`src/hw/mole_pkg.sv`:
```
`default_nettype none

package mole_pkg;

	//////////////////////////////
	// basic types

	typedef logic [23:0] flash_addr_t; // playback address into flash
	typedef logic [2:0] mole_loc_t; // pad location 0..7

	// one bit per pad, upleft in the msb
	typedef struct packed {
		logic upleft;    // loc 0
		logic up;        // loc 1
		logic upright;   // loc 2
		logic left;      // loc 3
		logic right;     // loc 4
		logic downleft;  // loc 5
		logic down;      // loc 6
		logic downright; // loc 7
	} pad_buttons_t;

	// one recorded mole, 27 bits
	typedef struct packed {
		flash_addr_t flash_addr; // where in the track
		mole_loc_t   loc;        // which pad
	} mole_entry_t;

	//////////////////////////////
	// recorder fsm encoding

	typedef enum logic [2:0] {
		idle   = 3'd0, // waiting for diy mode
		arm    = 3'd1, // one cycle before listening
		listen = 3'd2, // taking pad presses
		hold   = 3'd3, // hold-off after a press
		check  = 3'd4, // full test
		done   = 3'd5  // table ready for lookup
	} record_state_e;

	//////////////////////////////
	// defaults for the top level

	localparam int default_max_items = 5; // table depth
	localparam int default_hold_seconds = 2; // one_hz ticks between moles
	localparam flash_addr_t default_track_end = 24'h06AC00; // end of background track

endpackage

`default_nettype wire

```
`src/hw/pad_press_detector.sv`:
```
`timescale 1ns/1ns
`default_nettype none

// single pad rising edge -> one press with its location
module pad_press_detector
	import mole_pkg::*;
(
	input  logic         clock,
	input  logic         reset,
	input  pad_buttons_t pads,
	output logic         press_valid,
	output mole_loc_t    press_loc
);

	logic [7:0] prev_pads; // pad levels seen last cycle
	logic single_pad;      // exactly one pad down now

	always_ff @(posedge clock) begin
		if (reset) begin
			prev_pads <= '0; // all pads up out of reset
		end else begin
			prev_pads <= pads;
		end
	end

	//////////////////////////////
	// one hot decode

	always_comb begin
		single_pad = 1'b1;
		case (pads)
			8'b1000_0000: press_loc = 3'd0; // upleft
			8'b0100_0000: press_loc = 3'd1; // up
			8'b0010_0000: press_loc = 3'd2; // upright
			8'b0001_0000: press_loc = 3'd3; // left
			8'b0000_1000: press_loc = 3'd4; // right
			8'b0000_0100: press_loc = 3'd5; // downleft
			8'b0000_0010: press_loc = 3'd6; // down
			8'b0000_0001: press_loc = 3'd7; // downright
			default: begin
				press_loc = '0;
				single_pad = 1'b0; // none or several
			end
		endcase
	end

	// the pad must have been up last cycle
	assign press_valid = single_pad && ((pads & prev_pads) == 8'h00);

	//////////////////////////////
	// checks

	// decode table agrees with a plain one hot test
	single_when_valid: assert property (
		@(posedge clock) disable iff (reset)
		press_valid |-> $onehot(pads)
	);

endmodule

`default_nettype wire

```
`src/hw/hold_timer.sv`:
```
`timescale 1ns/1ns
`default_nettype none

// hold-off countdown, loaded on a press and paced by the 1 Hz tick
module hold_timer #(
	parameter int hold_seconds = 2
) (
	input  logic clock,
	input  logic reset,
	input  logic timer_start,   // pulse from the fsm
	input  logic one_hz_tick,   // single cycle pulse
	output logic timer_expired  // level, count is zero
);

	localparam int count_bits = $clog2(hold_seconds + 1);

	logic [count_bits-1:0] count; // seconds left

	always_ff @(posedge clock) begin
		if (reset) begin
			count <= '0; // expired out of reset
		end else if (timer_start) begin
			count <= count_bits'(hold_seconds); // start beats a same-cycle tick
		end else if (one_hz_tick && count != '0) begin
			count <= count - 1'b1;
		end
	end

	assign timer_expired = (count == '0);

	//////////////////////////////
	// checks

	// load value is the ceiling
	count_in_range: assert property (
		@(posedge clock) disable iff (reset)
		count <= hold_seconds
	);

endmodule

`default_nettype wire

```
`src/hw/mole_table.sv`:
```
`timescale 1ns/1ns
`default_nettype none

// recorded moles, one write port and a registered lookup port
module mole_table
	import mole_pkg::*;
#(
	parameter int max_items = 5,
	parameter int index_bits = 3
) (
	input  logic                  clock,
	input  logic                  reset,
	input  logic                  write_en,    // pulse from listen
	input  logic [index_bits-1:0] write_index,
	input  mole_entry_t           write_entry,
	input  logic                  read_en,     // level, high in done
	input  logic [index_bits-1:0] lookup_index,
	output mole_entry_t           lookup_entry
);

	mole_entry_t entries [max_items]; // payload only, no reset

	// write side
	always_ff @(posedge clock) begin
		if (write_en) begin
			entries[write_index] <= write_entry;
		end
	end

	// lookup, one cycle latency
	always_ff @(posedge clock) begin
		if (reset) begin
			lookup_entry <= '0;
		end else if (read_en) begin
			if (lookup_index < max_items) begin
				lookup_entry <= entries[lookup_index];
			end else begin
				lookup_entry <= '0; // past the table depth
			end
		end
		// otherwise hold the last lookup
	end

	//////////////////////////////
	// checks

	write_in_range: assert property (
		@(posedge clock) disable iff (reset)
		write_en |-> write_index < max_items
	);

endmodule

`default_nettype wire

```
`src/hw/record_fsm.sv`:
```
`timescale 1ns/1ns
`default_nettype none

// diy recording sequence, item counter and ready flag
module record_fsm
	import mole_pkg::*;
#(
	parameter int max_items = 5,
	parameter int index_bits = 3,
	parameter flash_addr_t track_end = 24'h06AC00
) (
	input  logic                  clock,
	input  logic                  reset,
	input  logic                  diy_mode,      // level, low cancels
	input  flash_addr_t           flash_address, // current playback address
	input  logic                  press_valid,
	input  mole_loc_t             press_loc,
	input  logic                  timer_expired,
	output logic                  timer_start,
	output logic                  write_en,
	output logic [index_bits-1:0] write_index,
	output mole_entry_t           write_entry,
	output logic                  read_en,
	output logic [index_bits-1:0] item_count,
	output logic                  ready,
	output record_state_e         state
);

	record_state_e next_state;
	logic end_of_track; // playback ran past the track
	logic accept;       // press taken this cycle

	assign end_of_track = (flash_address >= track_end);

	// a press counts only in listen, before the end, with diy mode still up
	assign accept = (state == listen) && diy_mode && !end_of_track && press_valid;

	//////////////////////////////
	// next state

	always_comb begin
		next_state = state;
		unique case (state)
			idle: if (diy_mode) next_state = arm;
			arm: next_state = listen;
			listen: begin
				if (end_of_track) begin
					next_state = done; // track over, stop with what we have
				end else if (press_valid) begin
					next_state = hold;
				end
			end
			hold: if (timer_expired) next_state = check;
			check: next_state = (item_count >= max_items) ? done : arm;
			done: next_state = done; // stay until diy drops
			default: next_state = idle;
		endcase
		if (!diy_mode) begin
			next_state = idle; // cancel from anywhere
		end
	end

	always_ff @(posedge clock) begin
		if (reset) begin
			state <= idle;
		end else begin
			state <= next_state;
		end
	end

	//////////////////////////////
	// count and ready

	always_ff @(posedge clock) begin
		if (reset) begin
			item_count <= '0;
			ready <= 1'b0;
		end else begin
			if (state == idle) begin
				item_count <= '0; // fresh table on every entry
				ready <= 1'b0;
			end else if (accept) begin
				item_count <= item_count + 1'b1;
			end
			if (state == done) begin
				ready <= 1'b1; // one cycle after entering done
			end
		end
	end

	// table and timer controls
	assign write_en = accept;
	assign timer_start = accept;
	assign write_index = item_count; // next free slot
	assign write_entry = '{flash_addr: flash_address, loc: press_loc};
	assign read_en = (state == done);

	//////////////////////////////
	// checks

	count_in_range: assert property (
		@(posedge clock) disable iff (reset)
		item_count <= max_items
	);

	// a write comes from listen and always lands in hold
	write_from_listen: assert property (
		@(posedge clock) disable iff (reset)
		write_en |-> (state == listen) ##1 (state == hold)
	);

endmodule

`default_nettype wire

```
`src/hw/mole_recorder_top.sv`:
```
`timescale 1ns/1ns
`default_nettype none

// diy mole recorder, press detect + fsm + hold timer + table
module mole_recorder_top
	import mole_pkg::*;
#(
	parameter int max_items = default_max_items,
	parameter int index_bits = $clog2(max_items + 1), // count reaches max_items
	parameter int hold_seconds = default_hold_seconds,
	parameter flash_addr_t track_end = default_track_end
) (
	input  logic                  clock,
	input  logic                  reset,
	input  pad_buttons_t          pads,          // raw pad levels
	input  logic                  diy_mode,
	input  logic                  one_hz_tick,
	input  flash_addr_t           flash_address,
	input  logic [index_bits-1:0] lookup_index,
	output logic                  ready,
	output logic [index_bits-1:0] item_count,
	output mole_entry_t           lookup_entry,
	output record_state_e         state
);

	logic press_valid;
	mole_loc_t press_loc;
	logic timer_start;
	logic timer_expired;
	logic write_en;
	logic [index_bits-1:0] write_index;
	mole_entry_t write_entry;
	logic read_en;

	//////////////////////////////
	// blocks

	pad_press_detector i_press (
		.clock       (clock),
		.reset       (reset),
		.pads        (pads),
		.press_valid (press_valid),
		.press_loc   (press_loc)
	);

	hold_timer #(
		.hold_seconds (hold_seconds)
	) i_timer (
		.clock         (clock),
		.reset         (reset),
		.timer_start   (timer_start),
		.one_hz_tick   (one_hz_tick),
		.timer_expired (timer_expired)
	);

	record_fsm #(
		.max_items  (max_items),
		.index_bits (index_bits),
		.track_end  (track_end)
	) i_fsm (
		.clock         (clock),
		.reset         (reset),
		.diy_mode      (diy_mode),
		.flash_address (flash_address),
		.press_valid   (press_valid),
		.press_loc     (press_loc),
		.timer_expired (timer_expired),
		.timer_start   (timer_start),
		.write_en      (write_en),
		.write_index   (write_index),
		.write_entry   (write_entry),
		.read_en       (read_en),
		.item_count    (item_count),
		.ready         (ready),
		.state         (state)
	);

	mole_table #(
		.max_items  (max_items),
		.index_bits (index_bits)
	) i_table (
		.clock        (clock),
		.reset        (reset),
		.write_en     (write_en),
		.write_index  (write_index),
		.write_entry  (write_entry),
		.read_en      (read_en),
		.lookup_index (lookup_index),
		.lookup_entry (lookup_entry)
	);

endmodule

`default_nettype wire

```
`config.mk`:
```
export PLATFORM = sky130hd
export DESIGN_NAME = mole_recorder_top
export DESIGN_NICKNAME = d
export VERILOG_FILES = /design/src/hw/mole_pkg.sv /design/src/hw/pad_press_detector.sv /design/src/hw/hold_timer.sv /design/src/hw/mole_table.sv /design/src/hw/record_fsm.sv /design/src/hw/mole_recorder_top.sv
export SDC_FILE = /design/constraint.sdc
export NUM_CORES = 1
export LEC_CHECK = 0
export ABC_AREA = 1
export BUFFER_PORTS_ARGS = -buffer_cell sky130_fd_sc_hd__buf_2
export CAP_MARGIN = 10
export CORE_UTILIZATION = 48
export CTS_CLUSTER_SIZE = 10
export DETAILED_ROUTE_END_ITERATION = 16
export PLACE_DENSITY = 0.75
export RECOVER_POWER = 25
export SLEW_MARGIN = 20
export SYNTH_ARGS = -nofsm -noshare
export SYNTH_HDL_FRONTEND = slang
export SYNTH_SLANG_ARGS = --single-unit
```
`constraint.sdc`:
```
create_clock -name clock -period 5.2 [get_ports clock]
set_clock_uncertainty 0.15 [all_clocks]
set_input_delay 1.04 -clock clock [delete_from_list [all_inputs] [get_ports clock]]
set_output_delay 1.04 -clock clock [all_outputs]
set_load 0.005 [all_outputs]
```
==> results by group, run 1 <==
Setup path
  – Crit Path Category: primary input to register
  – Worst endpoint data arrival time: 2.66 ns
  – CP most frequent cell: nand2_1
  – CP required: 5.13 ns
  – CP Capture Type: register
  – CP Launch Type: primary input
  – Crit-path max cell delay: 0.39 ns
  – Slowest cell on crit path: buf_4
  – CP top delay family: simple AND/OR/NAND/NOR gates
  – Critical-path cell list: clkbuf_1, inv_1, nand2_1, o21ai_0, nor2_1, nand2_1, nor2_4, nand4_1, nor2_2, buf_4
  – CP bufs+invs: 3
  – CP Max Fanout: 27

Timing
  – Final hold violations: 0
  – Final setup violating endpoints: 0
  – RSZ-0062 raised after global routing: false
  – Setup TNS: 0 ns
  – Relative slew slack: 39.5%
  – Final min period: 2.73 ns
  – Fin Hold WS: 0.311 ns
  – Worst slew pin tran: 0.908 ns
  – Highest Clock Rate: 366 MHz
  – Slew Viols, Final: 0
  – Post-route clock period utilization: 52.6%

Pwr
  – Total chip power: 2.88 mW
  – Pwr/cell area: 350 nW/um2
  – Leak pwr: 3.04 nW
  – Maximum VDD drop: 219 uV

CTS
  – CTS H-tree lvls: 4
  – Clock-pin slew on the worst setup and hold paths: 0.07 ns
  – CTS Hold Bufs: 0
  – Setup Fix Bufs, Post-CTS: 0
  – CTS Buffer Depth: 2
  – TritonCTS clock tree: done
  – CTS resizes: 0
  – Worst skew pair latency: 0.43 ns
  – Total CTS buffers: 17
  – Root buffer cell: clkbuf_16
  – Clock sinks: 179

Cells and area
  – Fillers: 1206
  – Multi-input logic area: 1890 um2
  – Synthesis-to-layout area growth: 14.4%
  – Final Cell Area: 8220 um2
  – Antenna cells: 0
  – Reg area: 4930 um2
  – Nets: 751
  – Share of layout cells above drive strength 1: 16.8%

Synthesis
  – Register area share after synthesis: 68.7%
  – Area of the mapped netlist: 7180 um2
  – Syn nets: 684
  – FF+latch count, synth: 179
  – Syn avg cell area: 11.2 um2
  – Library cells used by synthesis: 32
  – Ys Warns: 0
  – Synth Instances: 642

Global route
  – Grt ovf: 0
  – First-pass GRT wire length: 23000 um
  – Gr busiest metal: met2
  – Initial antenna violation count: 0
  – Pin count of the biggest net entering global routing: 56
  – Met1 Track Usage GR: 24.6%
  – Vias in the first global route: 4723
  – Global Route met2 Usage: 31.3%
  – Global Route Usage Sum: 19.3%
  – GRT met3 Usage: 5.07%

Placed design
  – Post-DP Area: 7680 um2
  – # port buffers: 72
  – Routability cong.: 0.844
  – Dpl hpwl: 8400 um

Floorplan
  – Die height: 124 um
  – Core area: 14600 um2
  – Initial core utilization: 49.2%
  – Site row count: 44
  – Die area: 15500 um2
  – Die width: 124 um
  – I/O pin total: 73

Routing
  – DRC: 0
  – Vias per inst: 5.37
  – Drt total wl: 14300 um
  – DR pass1 iterations: 5
  – Via Count: 4861
  – Avg WL per Cell: 15.8 um
  – ANT nets after route: 0
  – Drt first-iter violations: 497

Outcome
  – Status: finished clean

Job
  – Max-cap violation count: 0

Hold path
  – Hold Path Class: register to register
## logic make-up (layout without fill, tap and decap cells)
family                   after synthesis  after routing  synth area share, %
adder cells (fa/ha/maj)                3              3                0.523
XOR/XNOR                               2              2                0.244
AND/OR/NAND/NOR                      223            223                 13.4
buffers and inverters                 88            168                 5.31
AO/OA/AOI/OAI                        147            147                 11.8
flip-flops                           179            179                 68.7
## synthesized netlist by cell type (all sizes together)
| cell | number | area (um2) |
|---|---|---|
| dfxtp | 44 | 881 |
| a21oi | 58 | 290 |
| buf | 18 | 116 |
| edfxtp | 135 | 4050 |
| o21a | 1 | 7.51 |
| inv | 56 | 210 |
| nand3b | 3 | 22.5 |
| a211oi | 1 | 7.51 |
| o211ai | 1 | 7.51 |
| nand3 | 5 | 37.5 |
| nand4 | 5 | 31.3 |
| nor2 | 119 | 487 |
| clkbuf | 13 | 50.0 |
| nor3 | 6 | 30.0 |
| clkinv | 1 | 5.00 |
| ha | 3 | 37.5 |
| o21ai | 59 | 299 |
| o32ai | 27 | 236 |
| nand2 | 85 | 357 |
| xor2 | 2 | 17.5 |
## final timing paths
path                                  from                       end  slack, ns  cells after the start
setup / recovery         flash_address[19]     i_table.entries[0][5]       2.47                     10
hold / removal    i_table.lookup_entry[24]  i_table.lookup_entry[24]       0.31                      2
setup reg to reg            i_fsm.state[2]     i_table.entries[0][5]       3.06                      8
hold reg to reg   i_table.lookup_entry[24]  i_table.lookup_entry[24]       0.31                      2
## metal layers
metal	vias to the layer above	part of all wire, %	wire, um
li1	2366	-	-
met1	2329	43	6180
met2	147	49	6990
met3	19	6.4	907
met4	0	1.4	197
met5	-	0	0
## state kept, by name, summed over array words and instances (netlist names)
| register | flops |
|---|---|
| i_fsm.state | 3 |
| i_fsm.item_count | 3 |
| i_fsm.ready | 1 |
| i_press.prev_pads | 8 |
| i_table.entries | 135 |
| i_timer.count | 2 |
| i_table.lookup_entry | 27 |
## where the power goes
| group | total, mW | internal [mW] | switching [mW] |
|---|---|---|---|
| logic | 0.123 | 0.0367 | 0.0859 |
| registers | 1.54 | 1.54 | 0.00296 |
| clock network | 1.21 | 0.703 | 0.511 |
| total | 2.88 | 2.28 | 0.599 |
## worst reg2reg max path: cells and delay by family, from the launching register on
kind                   cells  cell delay (ns)
buffers and inverters      2             0.46
DFF                        1             0.35
and+or+nand+nor            6             0.80
## cell usage in the layout, fill, tap and decap left out
cell	n
nand2_4	4
inv_1	45
nor3_1	4
o32ai_1	27
o211ai_1	1
clkbuf_16	17
inv_2	11
o21a_1	1
inv_6	1
nand4_1	5
nand2_1	78
o21ai_0	35
o21ai_2	1
nor2_4	5
nand3_4	1
buf_2	52
clkinvlp_4	5
edfxtp_1	135
clkinv_2	5
o21ai_1	23
nand3_1	4
a21oi_1	58
buf_4	7
nor2_2	4
nand2_2	3
ha_1	3
bufinv_16	2
nor3_2	2
nand3b_1	3
clkbuf_1	21
clkinv_1	1
clkinv_4	1
dfxtp_1	44
a211oi_1	1
xor2_1	2
nor2_1	110
## area by class of cell
| class | count | share of cell area [%] |
|---|---|---|
| inverter | 57 | 2.62 |
| tap | 184 | 2.80 |
| sequential | 179 | 60.0 |
| clock inverter | 14 | 1.69 |
| clock buffer | 18 | 5.22 |
| multi-input combinational | 375 | 22.9 |
| timing repair buffer | 79 | 4.72 |
## metrics by stage
stage	instances	utilization [%]	setup WS [ns]
final	906	56.4	2.47
after detailed placement	874	52.6	2.12
after floorplan	642	-	1.03
after global routing	906	56.4	2.30
after global placement	874	52.6	2.21
after CTS	906	56.5	2.57
Note: power is estimated with default switching activity, not from simulation.
==> inputs of run 2 (changes only) <==
--- a/config.mk
+++ b/config.mk
@@ -11,7 +11,7 @@
 export CORE_UTILIZATION = 48
 export CTS_CLUSTER_SIZE = 10
 export DETAILED_ROUTE_END_ITERATION = 16
-export PLACE_DENSITY = 0.75
+export PLACE_DENSITY = 0.78
 export RECOVER_POWER = 25
 export SLEW_MARGIN = 20
 export SYNTH_ARGS = -nofsm -noshare
==> constraint.sdc (replaced) <==
create_clock -name clock -period 2.3 [get_ports clock]
set_clock_uncertainty 0.15 [all_clocks]
set_input_delay 0.46 -clock clock [delete_from_list [all_inputs] [get_ports clock]]
set_output_delay 0.46 -clock clock [all_outputs]
set_load 0.005 [all_outputs]
==> run 2 against run 1 <==
Net effect:
- worst setup slack worse by 2.1 ns
- final cell count up 1.4%
- non-clock buffer count up 13
- first-iteration DRC count down 17%
- largest cell class unchanged
- combinational power rose to 2.5 times the previous value
- cell area up 3.3%
- total power up 140%
- clock power up 150%
- sequential power up 130%
- core utilization up 1.9 points
- critical path depth down 2
- critical path type is now register to register
==> results by group, run 2 (synthesis gave the netlist of run 1 again) <==
Setup path
  – CP Launch Type: register
  – CP most frequent cell: nor2_4
  – R2R setup slack: 0.34 ns (-2.72 ns)
  – Worst reg2reg path depth: 8 (unchanged)
  – Critical-path cell list: nor2_2, inv_2, nor2_4, nand2_1, nor2_4, nand3_4, nor3_4, buf_12
  – CP required: 2.27 ns (-2.86 ns)
  – CP Max Fanout: 27 (unchanged)
  – Worst endpoint data arrival time: 1.93 ns (-0.73 ns)
  – Crit Path Category: register to register
  – Slowest cell on crit path: dfxtp_1
  – Crit-path max cell delay: 0.35 ns (-0.04 ns)
  – CP Capture Type: register

Routing
  – Met2 Wirelength: 7550 um (+8.1%)
  – M1 WL: 6460 um (+4.5%)
  – ANT nets after route: 0 (unchanged)
  – DR pass1 iterations: 5 (unchanged)
  – Via Count: 4934 (+1.5%)
  – Met3 routed WL: 932 um (+2.8%)
  – Highest metal used: met4
  – Avg WL per Cell: 16.4 um (+4.2%)
  – DRC: 0 (unchanged)
  – Drt first-iter violations: 414 (-17%)
  – Drt total wl: 15100 um (+5.7%)
  – Vias per inst: 5.37 (about the same)

Hold path
  – Hold Path Class: primary input to register
  – Worst Hold Depth: 1 (-1)

Cells and area
  – Final Cell Area: 8500 um2 (+3.3%)
  – Largest Register: i_table.entries
  – Share of layout cells above drive strength 1: 18.9% (+2.2 points)
  – Most common cell after layout, fill and taps aside: edfxtp_1
  – Synthesis-to-layout area growth: 18.3%
  – Util after Layout: 58.2% (+1.9 points)
  – Most frequent cells in the layout: edfxtp_1, nor2_1, nand2_1, a21oi_1, buf_2
  – Antenna cells: 0 (unchanged)
  – Fillers: 1138 (-5.6%)
  – Largest regs: i_table.entries (135), i_table.lookup_entry (27), i_press.prev_pads (8)
  – Nets: 764 (+1.7%)
  – Max FFs per register: 135 (unchanged)

Floorplan
  – Die area: 15500 um2 (unchanged)
  – Die width: 124 um (unchanged)
  – Core area: 14600 um2 (unchanged)
  – Site row count: 44 (unchanged)
  – Initial core utilization: 49.2% (unchanged)
  – I/O pin total: 73 (unchanged)
  – Die height: 124 um (unchanged)

Global route
  – Initial antenna violation count: 0 (unchanged)
  – Global Route Usage Sum: 20.2% (+0.93 points)
  – Vias in the first global route: 4764 (+0.87%)
  – First-pass GRT wire length: 24100 um (+4.6%)
  – Grt ovf: 0 (unchanged)
  – Pin count of the biggest net entering global routing: 31 (-45%)

Timing
  – Final min period: 1.96 ns
  – Worst slew pin tran: 0.555 ns (-0.353 ns)
  – Setup TNS: 0 ns (unchanged)
  – Final Worst Setup Slack: 0.345 ns (-2.12 ns)
  – Highest Clock Rate: 511 MHz
  – Post-route clock period utilization: 85.0%
  – Relative slew slack: 62.9% (+23 points)
  – Final hold violations: 0 (unchanged)
  – Final setup violating endpoints: 0 (unchanged)
  – Slew Viols, Final: 0 (unchanged)
  – RSZ-0062 raised after global routing: false

CTS
  – Clock-pin slew on the worst setup and hold paths: 0.07 ns (about the same)
  – Setup Fix Bufs, Post-CTS: 0 (unchanged)
  – Clock sinks: 179 (unchanged)
  – Worst skew pair latency: 0.43 ns (about the same)
  – CTS Buffer Depth: 2 (unchanged)
  – TritonCTS clock tree: done
  – CTS H-tree lvls: 4 (unchanged)
  – CTS Hold Bufs: 0 (unchanged)
  – Total CTS buffers: 17 (unchanged)
  – Root buffer cell: clkbuf_16
  – CTS resizes: 0 (unchanged)

Job
  – Max-cap violation count: 0 (unchanged)

Placed design
  – Routability cong.: 0.845 (+0.15%)
  – Worst slack, placed: -0.0197 ns (-2.14 ns)
  – Dpl hpwl: 9490 um (+13%)
  – Post-DP Area: 7900 um2 (+2.9%)
  – # port buffers: 72 (unchanged)

Pwr
  – Maximum VDD drop: 512 uV (+130%)
  – Pwr/cell area: 802 nW/um2 (+130%)
  – Leak pwr: 3.18 nW (+4.6%)

Outcome
  – Status: finished clean
==> run 2: worst max-delay path, delay by kind of cell (launching register included) <==
| kind | cells | cell delay (ns) |
|---|---|---|
| flops | 1 | 0.35 |
| simple gates | 6 | 0.84 |
| buf+inv | 2 | 0.29 |
==> run 2: through the flow <==
step                      std cells  hold slack [ns]  power, mW
after global routing            919            0.143       7.01
final                           919            0.143       6.81
after global placement          887            0.301       3.85
after CTS                       919           0.0951       6.85
after detailed placement        887            0.305       3.87
after floorplan                 642            0.302       3.74
==> run 2: path summary, 6_finish.rpt <==
kind | start | endpoint
max | i_fsm.state[2] | i_table.entries[3][10]
max reg2reg | i_fsm.state[2] | i_table.entries[3][10]
min reg2reg | i_table.lookup_entry[3] | i_table.lookup_entry[3]
min | flash_address[17] | i_table.entries[4][20]
==> run 2: layout make-up <==
| class | count | area (um2) | area share [%] |
|---|---|---|---|
| Tap cell | 184 | 230 | 2.71 |
| Clock inverter | 14 | 186 | 2.19 |
| Timing Repair Buffer | 92 | 549 | 6.47 |
| Clock buffer | 18 | 429 | 5.05 |
| Sequential cell | 179 | 4930 | 58.1 |
| Multi-Input combinational cell | 375 | 1920 | 22.5 |
| Inverter | 57 | 250 | 2.95 |
==> run 2: layer usage <==
layer  vias up  global-route usage (%)
li1       2400                       -
met1      2376                    25.2
met2       141                    33.9
met3        17                    5.76
met4         0                    6.52
met5         -                       0
==> run 2: where the power goes <==
part / total (mW) / switching, mW / internal, mW
Clock: 3.01 / 1.20 / 1.81
Sequential: 3.48 / 0.00677 / 3.48
Combinational: 0.312 / 0.212 / 0.100
Total: 6.81 / 1.42 / 5.39
